`src/source/fetch_pkg.sv`:
```
`default_nettype none

package fetch_pkg;

    typedef logic [31:0] vaddr_t;

    localparam logic [5:0] OP_JIRL = 6'b010011;
    localparam logic [5:0] OP_B    = 6'b010100;
    localparam logic [5:0] OP_BL   = 6'b010101;
    localparam logic [5:0] OP_BEQ  = 6'b010110;
    localparam logic [5:0] OP_BNE  = 6'b010111;
    localparam logic [5:0] OP_BLT  = 6'b011000;
    localparam logic [5:0] OP_BGE  = 6'b011001;
    localparam logic [5:0] OP_BLTU = 6'b011010;
    localparam logic [5:0] OP_BGEU = 6'b011011;

    localparam logic [4:0] REG_RA = 5'd1;   // link register

    // 26-bit offset of b and bl, the low half sits above the high half
    typedef struct packed {
        logic [5:0]  op;
        logic [15:0] offs_lo;
        logic [9:0]  offs_hi;
    } inst_off_t;

    typedef struct packed {
        logic [5:0]  op;
        logic [15:0] imm16;
        logic [4:0]  rj;
        logic [4:0]  rd;
    } inst_reg_t;

    typedef union packed {
        inst_off_t off;
        inst_reg_t rg;
    } inst_t;

endpackage

`default_nettype wire

```
`src/source/ras.sv`:
```
`default_nettype none

module ras #(
    parameter int DEPTH = 8
) (
    input  logic              clk,
    input  logic              rst_n,
    input  logic              push_i,
    input  logic              pop_i,
    input  fetch_pkg::vaddr_t push_addr_i,
    output fetch_pkg::vaddr_t top_o,
    output logic              top_valid_o
);

    localparam int PW = (DEPTH > 1) ? $clog2(DEPTH) : 1;

    fetch_pkg::vaddr_t stack_q [DEPTH];
    logic [PW-1:0]     top_q;       // index of the top entry
    logic [PW:0]       count_q;
    logic [PW-1:0]     top_inc;
    logic [PW-1:0]     top_dec;
    logic              do_pop;

    assign top_inc = (top_q == PW'(DEPTH - 1)) ? '0 : top_q + 1'b1;
    assign top_dec = (top_q == '0) ? PW'(DEPTH - 1) : top_q - 1'b1;
    assign do_pop  = pop_i & (count_q != '0);   // pop on empty is ignored

    always_ff @(posedge clk or negedge rst_n) begin
        if (!rst_n) begin
            top_q   <= '0;
            count_q <= '0;
        end else if (push_i && !do_pop) begin
            top_q <= top_inc;
            if (count_q != (PW + 1)'(DEPTH))
                count_q <= count_q + 1'b1;  // oldest entry gets overwritten
        end else if (do_pop && !push_i) begin
            top_q   <= top_dec;
            count_q <= count_q - 1'b1;
        end
    end

    // push with pop just replaces the top
    always_ff @(posedge clk) begin
        if (push_i && do_pop)
            stack_q[top_q] <= push_addr_i;
        else if (push_i)
            stack_q[top_inc] <= push_addr_i;
    end

    assign top_o       = stack_q[top_q];
    assign top_valid_o = (count_q != '0);

endmodule

`default_nettype wire

```
`src/source/btb.sv`:
```
`default_nettype none

module btb #(
    parameter int BTB_ENTRIES = 16
) (
    input  logic              clk,
    input  logic              rst_n,
    input  fetch_pkg::vaddr_t lk_pc_i,
    output logic              lk_hit_o,
    output fetch_pkg::vaddr_t lk_target_o,
    input  logic              fill_valid_i,
    input  fetch_pkg::vaddr_t fill_pc_i,
    input  fetch_pkg::vaddr_t fill_target_i,
    input  logic              inv_valid_i,
    input  fetch_pkg::vaddr_t inv_pc_i
);

    localparam int IW = $clog2(BTB_ENTRIES);
    localparam int TW = 30 - IW;

    logic [BTB_ENTRIES-1:0] valid_q;
    logic [TW-1:0]          tag_q    [BTB_ENTRIES];
    fetch_pkg::vaddr_t      target_q [BTB_ENTRIES];

    logic [IW-1:0] lk_idx;
    logic [IW-1:0] fill_idx;
    logic [IW-1:0] inv_idx;

    // word aligned, so index starts at bit 2
    assign lk_idx   = lk_pc_i[IW+1:2];
    assign fill_idx = fill_pc_i[IW+1:2];
    assign inv_idx  = inv_pc_i[IW+1:2];

    assign lk_hit_o    = valid_q[lk_idx] && (tag_q[lk_idx] == lk_pc_i[31:IW+2]);
    assign lk_target_o = target_q[lk_idx];

    always_ff @(posedge clk or negedge rst_n) begin
        if (!rst_n) begin
            valid_q <= '0;
        end else begin
            if (fill_valid_i)
                valid_q[fill_idx] <= 1'b1;
            if (inv_valid_i)
                valid_q[inv_idx] <= 1'b0;   // last write, so invalidate wins
        end
    end

    always_ff @(posedge clk) begin
        if (fill_valid_i) begin
            tag_q[fill_idx]    <= fill_pc_i[31:IW+2];
            target_q[fill_idx] <= fill_target_i;
        end
    end

endmodule

`default_nettype wire

```
`src/source/fetch1.sv`:
```
`default_nettype none

module fetch1 #(
    parameter fetch_pkg::vaddr_t RESET_PC = 32'h1c00_0000
) (
    input  logic              clk,
    input  logic              rst_n,
    output logic              wb_cyc_o,
    output logic              wb_stb_o,
    output fetch_pkg::vaddr_t wb_adr_o,
    input  logic [31:0]       wb_dat_i,
    input  logic              wb_ack_i,
    input  logic              f2_ready_i,
    input  logic              redir_valid_i,
    input  fetch_pkg::vaddr_t redir_pc_i,
    input  logic              flush_i,
    input  fetch_pkg::vaddr_t flush_pc_i,
    output fetch_pkg::vaddr_t lk_pc_o,
    input  logic              lk_hit_i,
    input  fetch_pkg::vaddr_t lk_target_i,
    output logic              f1_valid_o,
    output fetch_pkg::vaddr_t f1_pc_o,
    output fetch_pkg::vaddr_t f1_npc_o,
    output logic              f1_pred_o,
    output logic [31:0]       f1_inst_o
);

    fetch_pkg::vaddr_t pc_q;        // next address to fetch
    fetch_pkg::vaddr_t adr_q;       // address of the read in flight
    logic              busy_q;
    logic              kill_q;      // read in flight is stale
    logic              buf_valid_q;
    fetch_pkg::vaddr_t buf_pc_q;
    fetch_pkg::vaddr_t buf_npc_q;
    logic              buf_pred_q;
    logic [31:0]       buf_inst_q;

    logic              redirect;
    fetch_pkg::vaddr_t redirect_pc;
    fetch_pkg::vaddr_t start_pc;
    fetch_pkg::vaddr_t pred_npc;
    logic              ack;
    logic              start;
    logic              capture;

    // flush from the backend beats the fetch2 redirect
    assign redirect    = flush_i | redir_valid_i;
    assign redirect_pc = flush_i ? flush_pc_i : redir_pc_i;
    assign start_pc    = redirect ? redirect_pc : pc_q;

    assign ack     = busy_q & wb_ack_i;
    assign start   = ~busy_q & (~buf_valid_q | f2_ready_i | redirect); // buffer free at next ack
    assign capture = ack & ~kill_q & ~redirect;

    assign lk_pc_o  = adr_q;
    assign pred_npc = lk_hit_i ? lk_target_i : adr_q + 32'd4;

    always_ff @(posedge clk or negedge rst_n) begin
        if (!rst_n) begin
            pc_q        <= RESET_PC;
            busy_q      <= 1'b0;
            kill_q      <= 1'b0;
            buf_valid_q <= 1'b0;
        end else begin
            if (redirect)
                pc_q <= redirect_pc;
            else if (capture)
                pc_q <= pred_npc;

            if (start)
                busy_q <= 1'b1;
            else if (ack)
                busy_q <= 1'b0;

            if (ack)
                kill_q <= 1'b0;
            else if (redirect && busy_q)
                kill_q <= 1'b1;   // keep stb until ack, then drop the word

            if (redirect)
                buf_valid_q <= 1'b0;
            else if (capture)
                buf_valid_q <= 1'b1;
            else if (f2_ready_i)
                buf_valid_q <= 1'b0;
        end
    end

    always_ff @(posedge clk) begin
        if (start)
            adr_q <= start_pc;
        if (capture) begin
            buf_pc_q   <= adr_q;
            buf_npc_q  <= pred_npc;
            buf_pred_q <= lk_hit_i;
            buf_inst_q <= wb_dat_i;
        end
    end

    assign wb_cyc_o = busy_q;
    assign wb_stb_o = busy_q;
    assign wb_adr_o = adr_q;

    assign f1_valid_o = buf_valid_q;
    assign f1_pc_o    = buf_pc_q;
    assign f1_npc_o   = buf_npc_q;
    assign f1_pred_o  = buf_pred_q;
    assign f1_inst_o  = buf_inst_q;

endmodule

`default_nettype wire

```
`src/source/fetch2.sv`:
```
`default_nettype none

module fetch2 #(
    parameter int RAS_DEPTH = 8
) (
    input  logic              clk,
    input  logic              rst_n,
    input  logic              f1_valid_i,
    input  fetch_pkg::vaddr_t f1_pc_i,
    input  fetch_pkg::vaddr_t f1_npc_i,
    input  logic              f1_pred_i,
    input  logic [31:0]       f1_inst_i,
    output logic              f2_ready_o,
    input  logic              decode_stall_i,
    input  logic              flush_i,
    output logic              redir_valid_o,
    output fetch_pkg::vaddr_t redir_pc_o,
    output logic              btb_fill_valid_o,
    output fetch_pkg::vaddr_t btb_fill_pc_o,
    output fetch_pkg::vaddr_t btb_fill_target_o,
    output logic              btb_inv_valid_o,
    output fetch_pkg::vaddr_t btb_inv_pc_o,
    output logic              inst_valid_o,
    output logic [31:0]       inst_o,
    output fetch_pkg::vaddr_t inst_pc_o,
    output fetch_pkg::vaddr_t inst_npc_o
);

    logic              r_valid;
    fetch_pkg::vaddr_t r_pc;
    fetch_pkg::vaddr_t r_npc;
    logic              r_pred;
    fetch_pkg::inst_t  r_inst;

    logic              stall;
    logic              fire;       // item handed to decode this cycle
    fetch_pkg::vaddr_t pc4;
    fetch_pkg::vaddr_t jump_to;
    fetch_pkg::vaddr_t corr_npc;
    fetch_pkg::vaddr_t ras_top;
    logic              ras_valid;

    logic inst_jirl;
    logic inst_b;
    logic inst_bl;
    logic inst_cond;
    logic is_br;
    logic is_return;
    logic bad_pred;
    logic ret_hit;

    assign stall      = decode_stall_i & r_valid;
    assign f2_ready_o = ~stall;
    assign fire       = r_valid & ~decode_stall_i & ~flush_i;

    always_ff @(posedge clk or negedge rst_n) begin
        if (!rst_n)
            r_valid <= 1'b0;
        else if (flush_i || redir_valid_o)
            r_valid <= 1'b0;   // item behind a redirect is off path
        else if (!stall)
            r_valid <= f1_valid_i;
    end

    always_ff @(posedge clk) begin
        if (!stall && f1_valid_i) begin
            r_pc   <= f1_pc_i;
            r_npc  <= f1_npc_i;
            r_pred <= f1_pred_i;
            r_inst <= f1_inst_i;
        end
    end

    always_comb begin
        inst_jirl = 1'b0;
        inst_b    = 1'b0;
        inst_bl   = 1'b0;
        inst_cond = 1'b0;
        case (r_inst.off.op)
            fetch_pkg::OP_JIRL: inst_jirl = 1'b1;
            fetch_pkg::OP_B:    inst_b    = 1'b1;
            fetch_pkg::OP_BL:   inst_bl   = 1'b1;
            fetch_pkg::OP_BEQ, fetch_pkg::OP_BNE, fetch_pkg::OP_BLT,
            fetch_pkg::OP_BGE, fetch_pkg::OP_BLTU, fetch_pkg::OP_BGEU:
                inst_cond = 1'b1;
            default: ;
        endcase
    end

    assign is_br     = inst_jirl | inst_b | inst_bl | inst_cond;
    assign is_return = inst_jirl && (r_inst.rg.rd == 5'd0)
                       && (r_inst.rg.rj == fetch_pkg::REG_RA) && (r_inst.rg.imm16 == 16'd0);

    assign pc4     = r_pc + 32'd4;
    assign jump_to = r_pc + {{4{r_inst.off.offs_hi[9]}}, r_inst.off.offs_hi,
                             r_inst.off.offs_lo, 2'b00};

    assign bad_pred = ~is_br & r_pred & (r_npc != pc4);
    assign ret_hit  = is_return & ras_valid;

    always_comb begin
        if (bad_pred)
            corr_npc = pc4;
        else if (inst_b || inst_bl)
            corr_npc = jump_to;
        else if (ret_hit)
            corr_npc = ras_top;
        else
            corr_npc = r_npc;   // conditional branches left to the backend
    end

    ras #(
        .DEPTH(RAS_DEPTH)
    ) u_ras (
        .clk        (clk),
        .rst_n      (rst_n),
        .push_i     (fire & inst_bl),
        .pop_i      (fire & ret_hit),
        .push_addr_i(pc4),
        .top_o      (ras_top),
        .top_valid_o(ras_valid)
    );

    assign redir_valid_o = fire & (corr_npc != r_npc);
    assign redir_pc_o    = corr_npc;

    assign btb_fill_valid_o  = fire & (inst_b | inst_bl);
    assign btb_fill_pc_o     = r_pc;
    assign btb_fill_target_o = jump_to;
    assign btb_inv_valid_o   = fire & bad_pred;
    assign btb_inv_pc_o      = r_pc;

    assign inst_valid_o = r_valid & ~flush_i;
    assign inst_o       = r_inst;
    assign inst_pc_o    = r_pc;
    assign inst_npc_o   = corr_npc;

endmodule

`default_nettype wire

```
`src/source/fetch_top.sv`:
```
`default_nettype none

module fetch_top #(
    parameter fetch_pkg::vaddr_t RESET_PC    = 32'h1c00_0000,
    parameter int                BTB_ENTRIES = 16,
    parameter int                RAS_DEPTH   = 8
) (
    input  logic              clk,
    input  logic              rst_n,
    output logic              wb_cyc_o,
    output logic              wb_stb_o,
    output fetch_pkg::vaddr_t wb_adr_o,
    input  logic [31:0]       wb_dat_i,
    input  logic              wb_ack_i,
    input  logic              decode_stall_i,
    input  logic              flush_i,
    input  fetch_pkg::vaddr_t flush_pc_i,
    output logic              inst_valid_o,
    output logic [31:0]       inst_o,
    output fetch_pkg::vaddr_t inst_pc_o,
    output fetch_pkg::vaddr_t inst_npc_o
);

    fetch_pkg::vaddr_t lk_pc;
    fetch_pkg::vaddr_t lk_target;
    logic              lk_hit;
    logic              f1_valid;
    fetch_pkg::vaddr_t f1_pc;
    fetch_pkg::vaddr_t f1_npc;
    logic              f1_pred;
    logic [31:0]       f1_inst;
    logic              f2_ready;
    logic              redir_valid;
    fetch_pkg::vaddr_t redir_pc;
    logic              btb_fill_valid;
    fetch_pkg::vaddr_t btb_fill_pc;
    fetch_pkg::vaddr_t btb_fill_target;
    logic              btb_inv_valid;
    fetch_pkg::vaddr_t btb_inv_pc;

    fetch1 #(
        .RESET_PC(RESET_PC)
    ) u_fetch1 (
        .clk(clk), .rst_n(rst_n),
        .wb_cyc_o(wb_cyc_o), .wb_stb_o(wb_stb_o), .wb_adr_o(wb_adr_o),
        .wb_dat_i(wb_dat_i), .wb_ack_i(wb_ack_i),
        .f2_ready_i(f2_ready),
        .redir_valid_i(redir_valid), .redir_pc_i(redir_pc),
        .flush_i(flush_i), .flush_pc_i(flush_pc_i),
        .lk_pc_o(lk_pc), .lk_hit_i(lk_hit), .lk_target_i(lk_target),
        .f1_valid_o(f1_valid), .f1_pc_o(f1_pc), .f1_npc_o(f1_npc),
        .f1_pred_o(f1_pred), .f1_inst_o(f1_inst)
    );

    fetch2 #(
        .RAS_DEPTH(RAS_DEPTH)
    ) u_fetch2 (
        .clk(clk), .rst_n(rst_n),
        .f1_valid_i(f1_valid), .f1_pc_i(f1_pc), .f1_npc_i(f1_npc),
        .f1_pred_i(f1_pred), .f1_inst_i(f1_inst),
        .f2_ready_o(f2_ready),
        .decode_stall_i(decode_stall_i), .flush_i(flush_i),
        .redir_valid_o(redir_valid), .redir_pc_o(redir_pc),
        .btb_fill_valid_o(btb_fill_valid), .btb_fill_pc_o(btb_fill_pc),
        .btb_fill_target_o(btb_fill_target),
        .btb_inv_valid_o(btb_inv_valid), .btb_inv_pc_o(btb_inv_pc),
        .inst_valid_o(inst_valid_o), .inst_o(inst_o),
        .inst_pc_o(inst_pc_o), .inst_npc_o(inst_npc_o)
    );

    btb #(
        .BTB_ENTRIES(BTB_ENTRIES)
    ) u_btb (
        .clk(clk), .rst_n(rst_n),
        .lk_pc_i(lk_pc), .lk_hit_o(lk_hit), .lk_target_o(lk_target),
        .fill_valid_i(btb_fill_valid), .fill_pc_i(btb_fill_pc),
        .fill_target_i(btb_fill_target),
        .inv_valid_i(btb_inv_valid), .inv_pc_i(btb_inv_pc)
    );

endmodule

`default_nettype wire

```
`config.mk`:
```
export PLATFORM = sky130hd
export DESIGN_NAME = fetch_top
export DESIGN_NICKNAME = d
export VERILOG_FILES = /design/src/source/fetch_pkg.sv /design/src/source/ras.sv /design/src/source/btb.sv /design/src/source/fetch1.sv /design/src/source/fetch2.sv /design/src/source/fetch_top.sv
export SDC_FILE = /design/constraint.sdc
export NUM_CORES = 1
export LEC_CHECK = 0
export ABC_CLOCK_PERIOD_IN_PS = 9770
export BUFFER_PORTS_ARGS = -buffer_cell sky130_fd_sc_hd__buf_2
export CORE_UTILIZATION = 35
export DETAILED_ROUTE_END_ITERATION = 6
export SLEW_MARGIN = 40
export SYNTH_ARGS = -nofsm -noshare
export SYNTH_HDL_FRONTEND = slang
export SYNTH_HIERARCHICAL = 1
export SYNTH_SLANG_ARGS = --single-unit
```
`constraint.sdc`:
```
create_clock -name clk -period 9.77 [get_ports clk]
set_clock_uncertainty 0.1 [all_clocks]
set_input_delay 1.954 -clock clk [delete_from_list [all_inputs] [get_ports clk]]
set_output_delay 1.954 -clock clk [all_outputs]
set_load 0.05 [all_outputs]
```
# After elaboration in Yosys (flattened, before gate mapping)
# Memories as Yosys holds them, arrays and structs flattened. A register that Yosys moved wholly into a read port is not among the register bits.
# Cells that the tools add are included.
totals:
  reg_bits: 285
  mem_bits_rw: 1184
  in_bits: 69
  out_inout_bits: 131
  elab_cells: 155
  mem_count: 3
mem_list:
  columns: ["memory", "depth", "word_bits", "read_ports", "rd_ports_with_merged_regs", "write_ports", "line_no", "rtl"]
  rows:
  - ["u_btb.target_q", 16, 32, 1, 1, 1, "btb.sv:23", "fetch_pkg::vaddr_t target_q [BTB_ENTRIES];"]
  - ["u_btb.tag_q", 16, 26, 1, 1, 1, "btb.sv:22", "logic [TW-1:0] tag_q [BTB_ENTRIES];"]
  - ["u_fetch2.u_ras.stack_q", 8, 32, 1, 0, 1, "ras.sv:17", "fetch_pkg::vaddr_t stack_q [DEPTH];"]
classes:
  add_sub_neg: 7
  magnitude_cmp: 3
  n_eq_ne: 18
  mux: 46
  n_bitwise: 35
  n_reduce_logical: 26
ops:
  columns: ["op", "n"]
  rows:
  - ["32-bit 2-to-1 mux", 9]
  - ["32-bit by 3-bit adder with 32-bit output, second input constant", 2]
  - ["32-bit != test", 2]
  - ["6-bit by 5-bit == test with 1-bit output, second input constant", 9]
  - ["32-bit adder", 1]
  - ["16-bit 2-to-1 mux", 2]
  - ["32-bit OR reduction", 1]
  - ["26-bit == test", 1]
  - ["1-bit 2-to-1 mux", 23]
  - ["4-bit 2-to-1 mux", 5]
  - ["1-bit AND", 17]
  - ["16-bit AND", 1]
  - ["16-bit zero test", 1]
  - ["16-bit inverter", 1]
  - ["16-bit bitwise OR", 1]
  - ["3-bit 2-to-1 mux", 5]
  - ["1-bit logical AND", 10]
  - ["4-bit by 5-bit < comparator with 1-bit output, second input constant", 2]
  - ["1-bit inverter", 8]
  - ["2-bit nonzero test", 4]
  - ["1-bit bitwise OR", 7]
  - ["6-bit OR reduction", 1]
  - ["5-bit by 1-bit == test with 1-bit output, second input constant", 1]
  - ["5-bit zero test", 1]
  - ["17 further kinds", 20]

# Longest topological paths before layout
logic_depth:
  depth_word: 16
  depth_mapped: 23
  depth_no_buf: 20

# Cells and area by module
# The synthesis kept the hierarchy.
by_module_without_submodules:
  columns: ["module", "n_inst", "cells_per_inst", "area_per_inst_um2", "seq_area_each_um2"]
  rows:
  - ["btb", 1, 1527, 36453.7, 28267.1]
  - ["ras", 1, 451, 10297.4, 7862.5]
  - ["fetch2", 1, 1091, 9327.7, 2937.8]
  - ["fetch1", 1, 649, 7638.6, 4753.3]

# Worst setup path before layout
# No wires, ideal clock.
synth_path:
  kind: "register to register"
  from: "register u_fetch2.r_inst, in the netlist u_fetch2/inst_o[10]"
  to: "register u_fetch1.pc_q[21]"
  setup_ns: 0.135
  t_arrival_ns: 9.557
  required_time_ns: 9.535
  path_slack_ns: -0.022
  stages_incl_launch_ff: 21
  path_buffers: 2
  synth_period_minus_slack_ns: 9.792
  cell_sequence: "edfxtp_1 ha_1 inv_1 fa_1 nor2b_1 o31ai_1 a2111o_1 a311oi_1 xnor2_1 a21oi_1 a211o_1 o31a_1 nor4_2 nand4_1 and2_1 clkbuf_1 or2_2 clkbuf_1 nor2_1 and2_1 a21boi_0"
synth_via:
  word_cells_on_any_way: 15
  cone_classes: "1 x add/sub; 1 x eq/ne; 5 x mux; 5 x bitwise; 3 x reduce/logical"
synth_lines:
  columns: ["element", "line_no", "rtl"]
  rows:
  - ["start: declaration", "fetch2.sv:33", "fetch_pkg::inst_t r_inst;"]
  - ["start signal: assignment", "fetch2.sv:70", "r_inst <= f1_inst_i;"]
  - ["32-bit adder", "fetch2.sv:95", "assign jump_to = r_pc + {{4{r_inst.off.offs_hi[9]}}, r_inst.off.offs_hi,"]
  - ["named net btb_fill_target[20]", "fetch_top.sv:37", "fetch_pkg::vaddr_t btb_fill_target;"]
  - ["32-bit 2-to-1 mux", "fetch2.sv:104", "else if (inst_b || inst_bl)"]
  - ["32-bit 2-to-1 mux", "fetch2.sv:102", "if (bad_pred)"]
  - ["32-bit != test", "fetch2.sv:124", "assign redir_valid_o = fire & (corr_npc != r_npc);"]
  - ["1-bit AND", "fetch2.sv:124", null]
  - ["named net redir_valid", "fetch_top.sv:33", "logic redir_valid;"]
  - ["1-bit bitwise OR", "fetch1.sv:47", "assign redirect = flush_i | redir_valid_i;"]
  - ["1-bit inverter", "fetch1.sv:53", "assign capture = ack & ~kill_q & ~redirect;"]
  - ["1-bit AND", "fetch1.sv:53", null]
  - ["named net u_fetch1.capture", "fetch1.sv:44", "logic capture;"]
  - ["2-bit nonzero test (no source line)", null, null]
  - ["end signal: assignment", "fetch1.sv:66", "pc_q <= redirect_pc;"]
  - ["end signal: assignment", "fetch1.sv:68", "pc_q <= pred_npc;"]
  - ["end: declaration", "fetch1.sv:28", "fetch_pkg::vaddr_t pc_q;"]
# The timed path passes the listed nets, and every way through them passes these cells.
# A chain may end at the register's enable or synchronous reset.

# Worst setup path in the final report
layout_path:
  from: "register u_fetch2.r_pc[2], in the netlist u_fetch2/btb_fill_pc_o[2]"
  to: "output inst_npc_o[4]"
layout_via:
  elab_chain_len: 4
  word_cells_on_any_way: 6
  cone_classes: "2 x add/sub; 1 x eq/ne; 2 x mux; 1 x bitwise"
layout_lines:
  columns: ["element", "line_no", "rtl"]
  rows:
  - ["start: declaration", "fetch2.sv:30", "fetch_pkg::vaddr_t r_pc;"]
  - ["start signal: assignment", "fetch2.sv:67", "r_pc <= f1_pc_i;"]
  - ["32-bit by 3-bit adder with 32-bit output", "fetch2.sv:94", "assign pc4 = r_pc + 32'd4;"]
  - ["32-bit != test", "fetch2.sv:98", "assign bad_pred = ~is_br & r_pred & (r_npc != pc4);"]
  - ["1-bit AND", "fetch2.sv:98", null]
  - ["32-bit 2-to-1 mux *", "fetch2.sv:102", null]
  - ["end: declaration", "fetch_top.sv:21", "output fetch_pkg::vaddr_t inst_npc_o"]
# Every way passes the cells marked *; elsewhere a longest branch is shown, timed or not.

==> impl_summary.md <==
Power and ir drop
After layout, the design draws a total of 13.9 mW. The maximum resistive drop on vdd is 0.182 mV. The sequential cell fraction of total power is 51.0%. In this run the static leakage power is 23.6 nW. In this run the power spent charging and discharging nets is 3.32 mW.

The internal power contribution is 10.6 mW. The power density of the placed cells is 192 nW/um2. The combinational fraction of design power is 8.2%.

In this run, the clock network consumes 40.8% of the power. Net switching is 23.9% of the power.

Clock tree
The maximum level of the CTS H-tree is 4. The buffer type at the clock tree root is clkbuf_16. The total clock buffers created by CTS is 154. Once the clock tree was built, the resizer swapped 0 gates to a different size. The clock latency reported for the late side of the worst-skew pair is 800 ps. The CTS tree is done. The clock sink count is 1469. No sink is reached through more buffers than the 3 on the longest clock path. For this design, the CTS-stage hold fixing added 0 buffers. Clock-pin slew was measured on the worst setup and hold paths at 60 ps. The buffer count from post-CTS setup fixing is 0.

Detailed routing
The met3 wire length is 14500 um. The first routing iteration left 4650 violations. In the routed layout, each cell is associated on average with a via count of 5.74. The detail-routed net length per standard cell is 32.4 um. The routed design has 207000 um of wire. The number of design rule violations left after detail routing is 0. The count of TritonRoute iterations in the first routing pass is 5.

Across all layers, the routed design uses 36.7k vias. The routed wire length on met2 is 99600 um. The wire length on met1 is 82700 um. The count of nets left with antenna violations once routing finished came out at 0. In this run the top signal layer used is met4.

Timing
Based on the critical path, the design can be clocked at up to 0.118 GHz. Setup slack on the critical path of the routed design comes to 1300 ps. In the finished design, the share of the clock period the worst path needs comes to 86.7%. Adding up every negative setup slack in the final design gives 0 ps. The number of endpoints with negative hold slack in the final report was 0.

For the finished layout, the period the worst path requires is 8470 ps. Setup repair after global routing left no endpoint under its margin. The worst hold slack is 307 ps. The final number of setup-violating endpoints is 0. The final number of max-transition violations is 0. The pin slew with the least headroom to its limit is 976 ps. The normalized max-slew margin is 34.5%.

Worst setup path
The signal on the critical path passes through buf_4, ha_1, inv_1, or4_4, nor3_1, o211ai_1, nor4b_2, and3_1, nor2_2, buf_4, o21ai_0, buf_2. The critical path is of the flop to output pin type. The worst-path cell with the longest stage delay is edfxtp_1. The largest incremental delay on the critical path is 800 ps. The nature of the critical path endpoint is an output pin. The type of origin of the critical path is a flop. In this run the worst path has a maximum fanout of 26. Among the stages of the critical path, the cell type that occurs most often is buf_4. The data arrival time of the critical path is 6410 ps.

The worst endpoint required time is 7720 ps.

Layout
The post-route netlist has 25.9% of its cells at a drive strength greater than 1. The net count of the finished layout is 4028. The area added between synthesis and finish is 14.1%. The final core area utilization is 40.4%.

Placed design
Timing analysis after detailed placement gives a worst setup slack of 2300 ps. The routability-driven placement congestion ratio is 1.05. Buffers placed on the I/O ports in this run total 199. Summed over all nets, the half-perimeter wirelength after detailed placement is 140000 um.

Hold path
The type of the most critical hold path is flop to flop.

Floorplanning
The initialized floorplan defines 155 standard-cell rows. The x dimension of the die is 428 um. In this run the vertical extent of the chip is 428 um.

In this run the standard cell core region covers 179000 um2. The die covers 183000 um2. In this run the count of I/O pins placed on the die edge is 200. For this configuration, the core starts out at a cell density of 35.4%.

Synth
The post-synthesis net count is 3799. The synthesized instance count is 3688. The synthesized netlist occupies a cell area of 63500 um2. The number of synthesis warnings is 6.

The per-instance average area after synthesis is 17.2 um2.

Global routing
The total global-route track usage is 22.4%. The via count of the first global-routing pass came to 35.6k. Global routing finished with a remaining overflow of 0. The global-route wire length before repair is 287000 um.

The largest net degree at the start of global routing is 85. The number of antenna violations at the first check in global routing is 4.

Job
The count of maximum capacitance violations is 0.

Outcome
The flow ran to the end, and the final reports show no timing, DRC or antenna violations.
[per-stage QoR]
stage,cells,cell area [um2]
floorplan,3688,63500
global placement,6100,67100
detailed placement,6113,67500
CTS,6387,72300
global route,6390,72400
finish,6394,72400
[layer usage]
layer / up-vias / global-route usage (%)
met1: 19400 / 29.2
met5: - / 0
met3: 378 / 3.82
li1: 15200 / -
met4: 0 / 10.9
met2: 1699 / 36.1
[critical path: cells and delay by family (launching register included)]
family / cells / cell delay (ps)
AOI/OAI and AO/OA: 2 / 980
adders and majority gates: 1 / 390
buffers and inverters: 4 / 1200
DFF: 1 / 800
and+or+nand+nor: 5 / 2210
[layout make-up]
| type | instances | area [um2] |
|---|---|---|
| inverter | 86 | 324 |
| fill | 15900 | 107000 |
| timing repair buffer | 359 | 2460 |
| clock buffer | 197 | 4090 |
| sequential | 1469 | 43800 |
| clock inverter | 77 | 747 |
| antenna | 4 | 10.0 |
| multi-input combinational | 1847 | 18100 |
| tap | 2355 | 2950 |
[registers in the layout, summed over array words and instances, names as in the netlist]
register	cells
u_fetch2/u_ras/count_q	4
u_fetch2/r_pred	1
u_fetch2/u_ras/top_q	3
u_fetch2/u_ras/stack_q	256
u_fetch2/inst_o	32
u_fetch1/f1_valid_o	1
u_fetch1/f1_pc_o	32
u_fetch1/f1_npc_o	32
u_fetch1/kill_q	1
u_fetch2/r_valid	1
u_fetch1/pc_q	32
u_fetch1/lk_pc_o	32
u_btb/target_q	512
u_fetch1/f1_inst_o	32
u_fetch1/wb_cyc_o	1
u_fetch1/f1_pred_o	1
u_fetch2/btb_fill_pc_o	32
u_btb/tag_q	416
u_fetch2/r_npc	32
u_btb/valid_q	16
[cell usage in the layout, fill, tap and decap left out, drive strengths merged, types with 11 or more instances in the layout]
master / n
edfxtp: 1410
buf: 359
mux4: 330
nand2: 214
clkbuf: 197
nor2: 140
a21oi: 137
o21ai: 110
inv: 93
mux2i: 70
xnor2: 70
nand3: 67
xor2: 63
nor3: 58
dfrtp: 56
clkinv: 54
mux2: 50
ha: 41
nand2b: 33
nor4: 30
nand4: 29
o211ai: 28
o22ai: 24
o31ai: 23
o21a: 20
a31oi: 20
nor2b: 19
or4: 16
o22a: 15
and3: 15
and2: 14
or3: 13
o31a: 13
a21o: 12
a211o: 12
o221ai: 11
[worst paths after layout]
| check | start | end | slack, ps | cells after the start |
|---|---|---|---|---|
| worst max-delay path | u_fetch2/btb_fill_pc_o[2] | inst_npc_o[4] | 1300 | 12 |
| worst min-delay path | u_fetch1/f1_pc_o[25] | u_fetch2/btb_fill_pc_o[25] | 310 | 0 |
| max in group asynchronous | rst_n | u_btb/valid_q[14] | 7920 | 1 |
| min in group asynchronous | rst_n | u_fetch2/u_ras/top_q[0] | 1040 | 1 |
| worst min register to register | u_fetch1/f1_pc_o[25] | u_fetch2/btb_fill_pc_o[25] | 310 | 0 |
| worst max register to register | u_fetch2/btb_fill_pc_o[2] | u_fetch1/lk_pc_o[21] | 1990 | 19 |
[power groups by stage]
stage	sequential [mW]	clock, mW	combinational, mW
after detailed placement	7.21	0	1.13
after global routing	7.08	5.99	1.19
after global placement	7.22	0	1.11
after floorplan	7.20	0	0.682
after CTS	7.08	5.76	1.13
final	7.08	5.67	1.14
No activity file was read; power rests on OpenSTA's default activity.
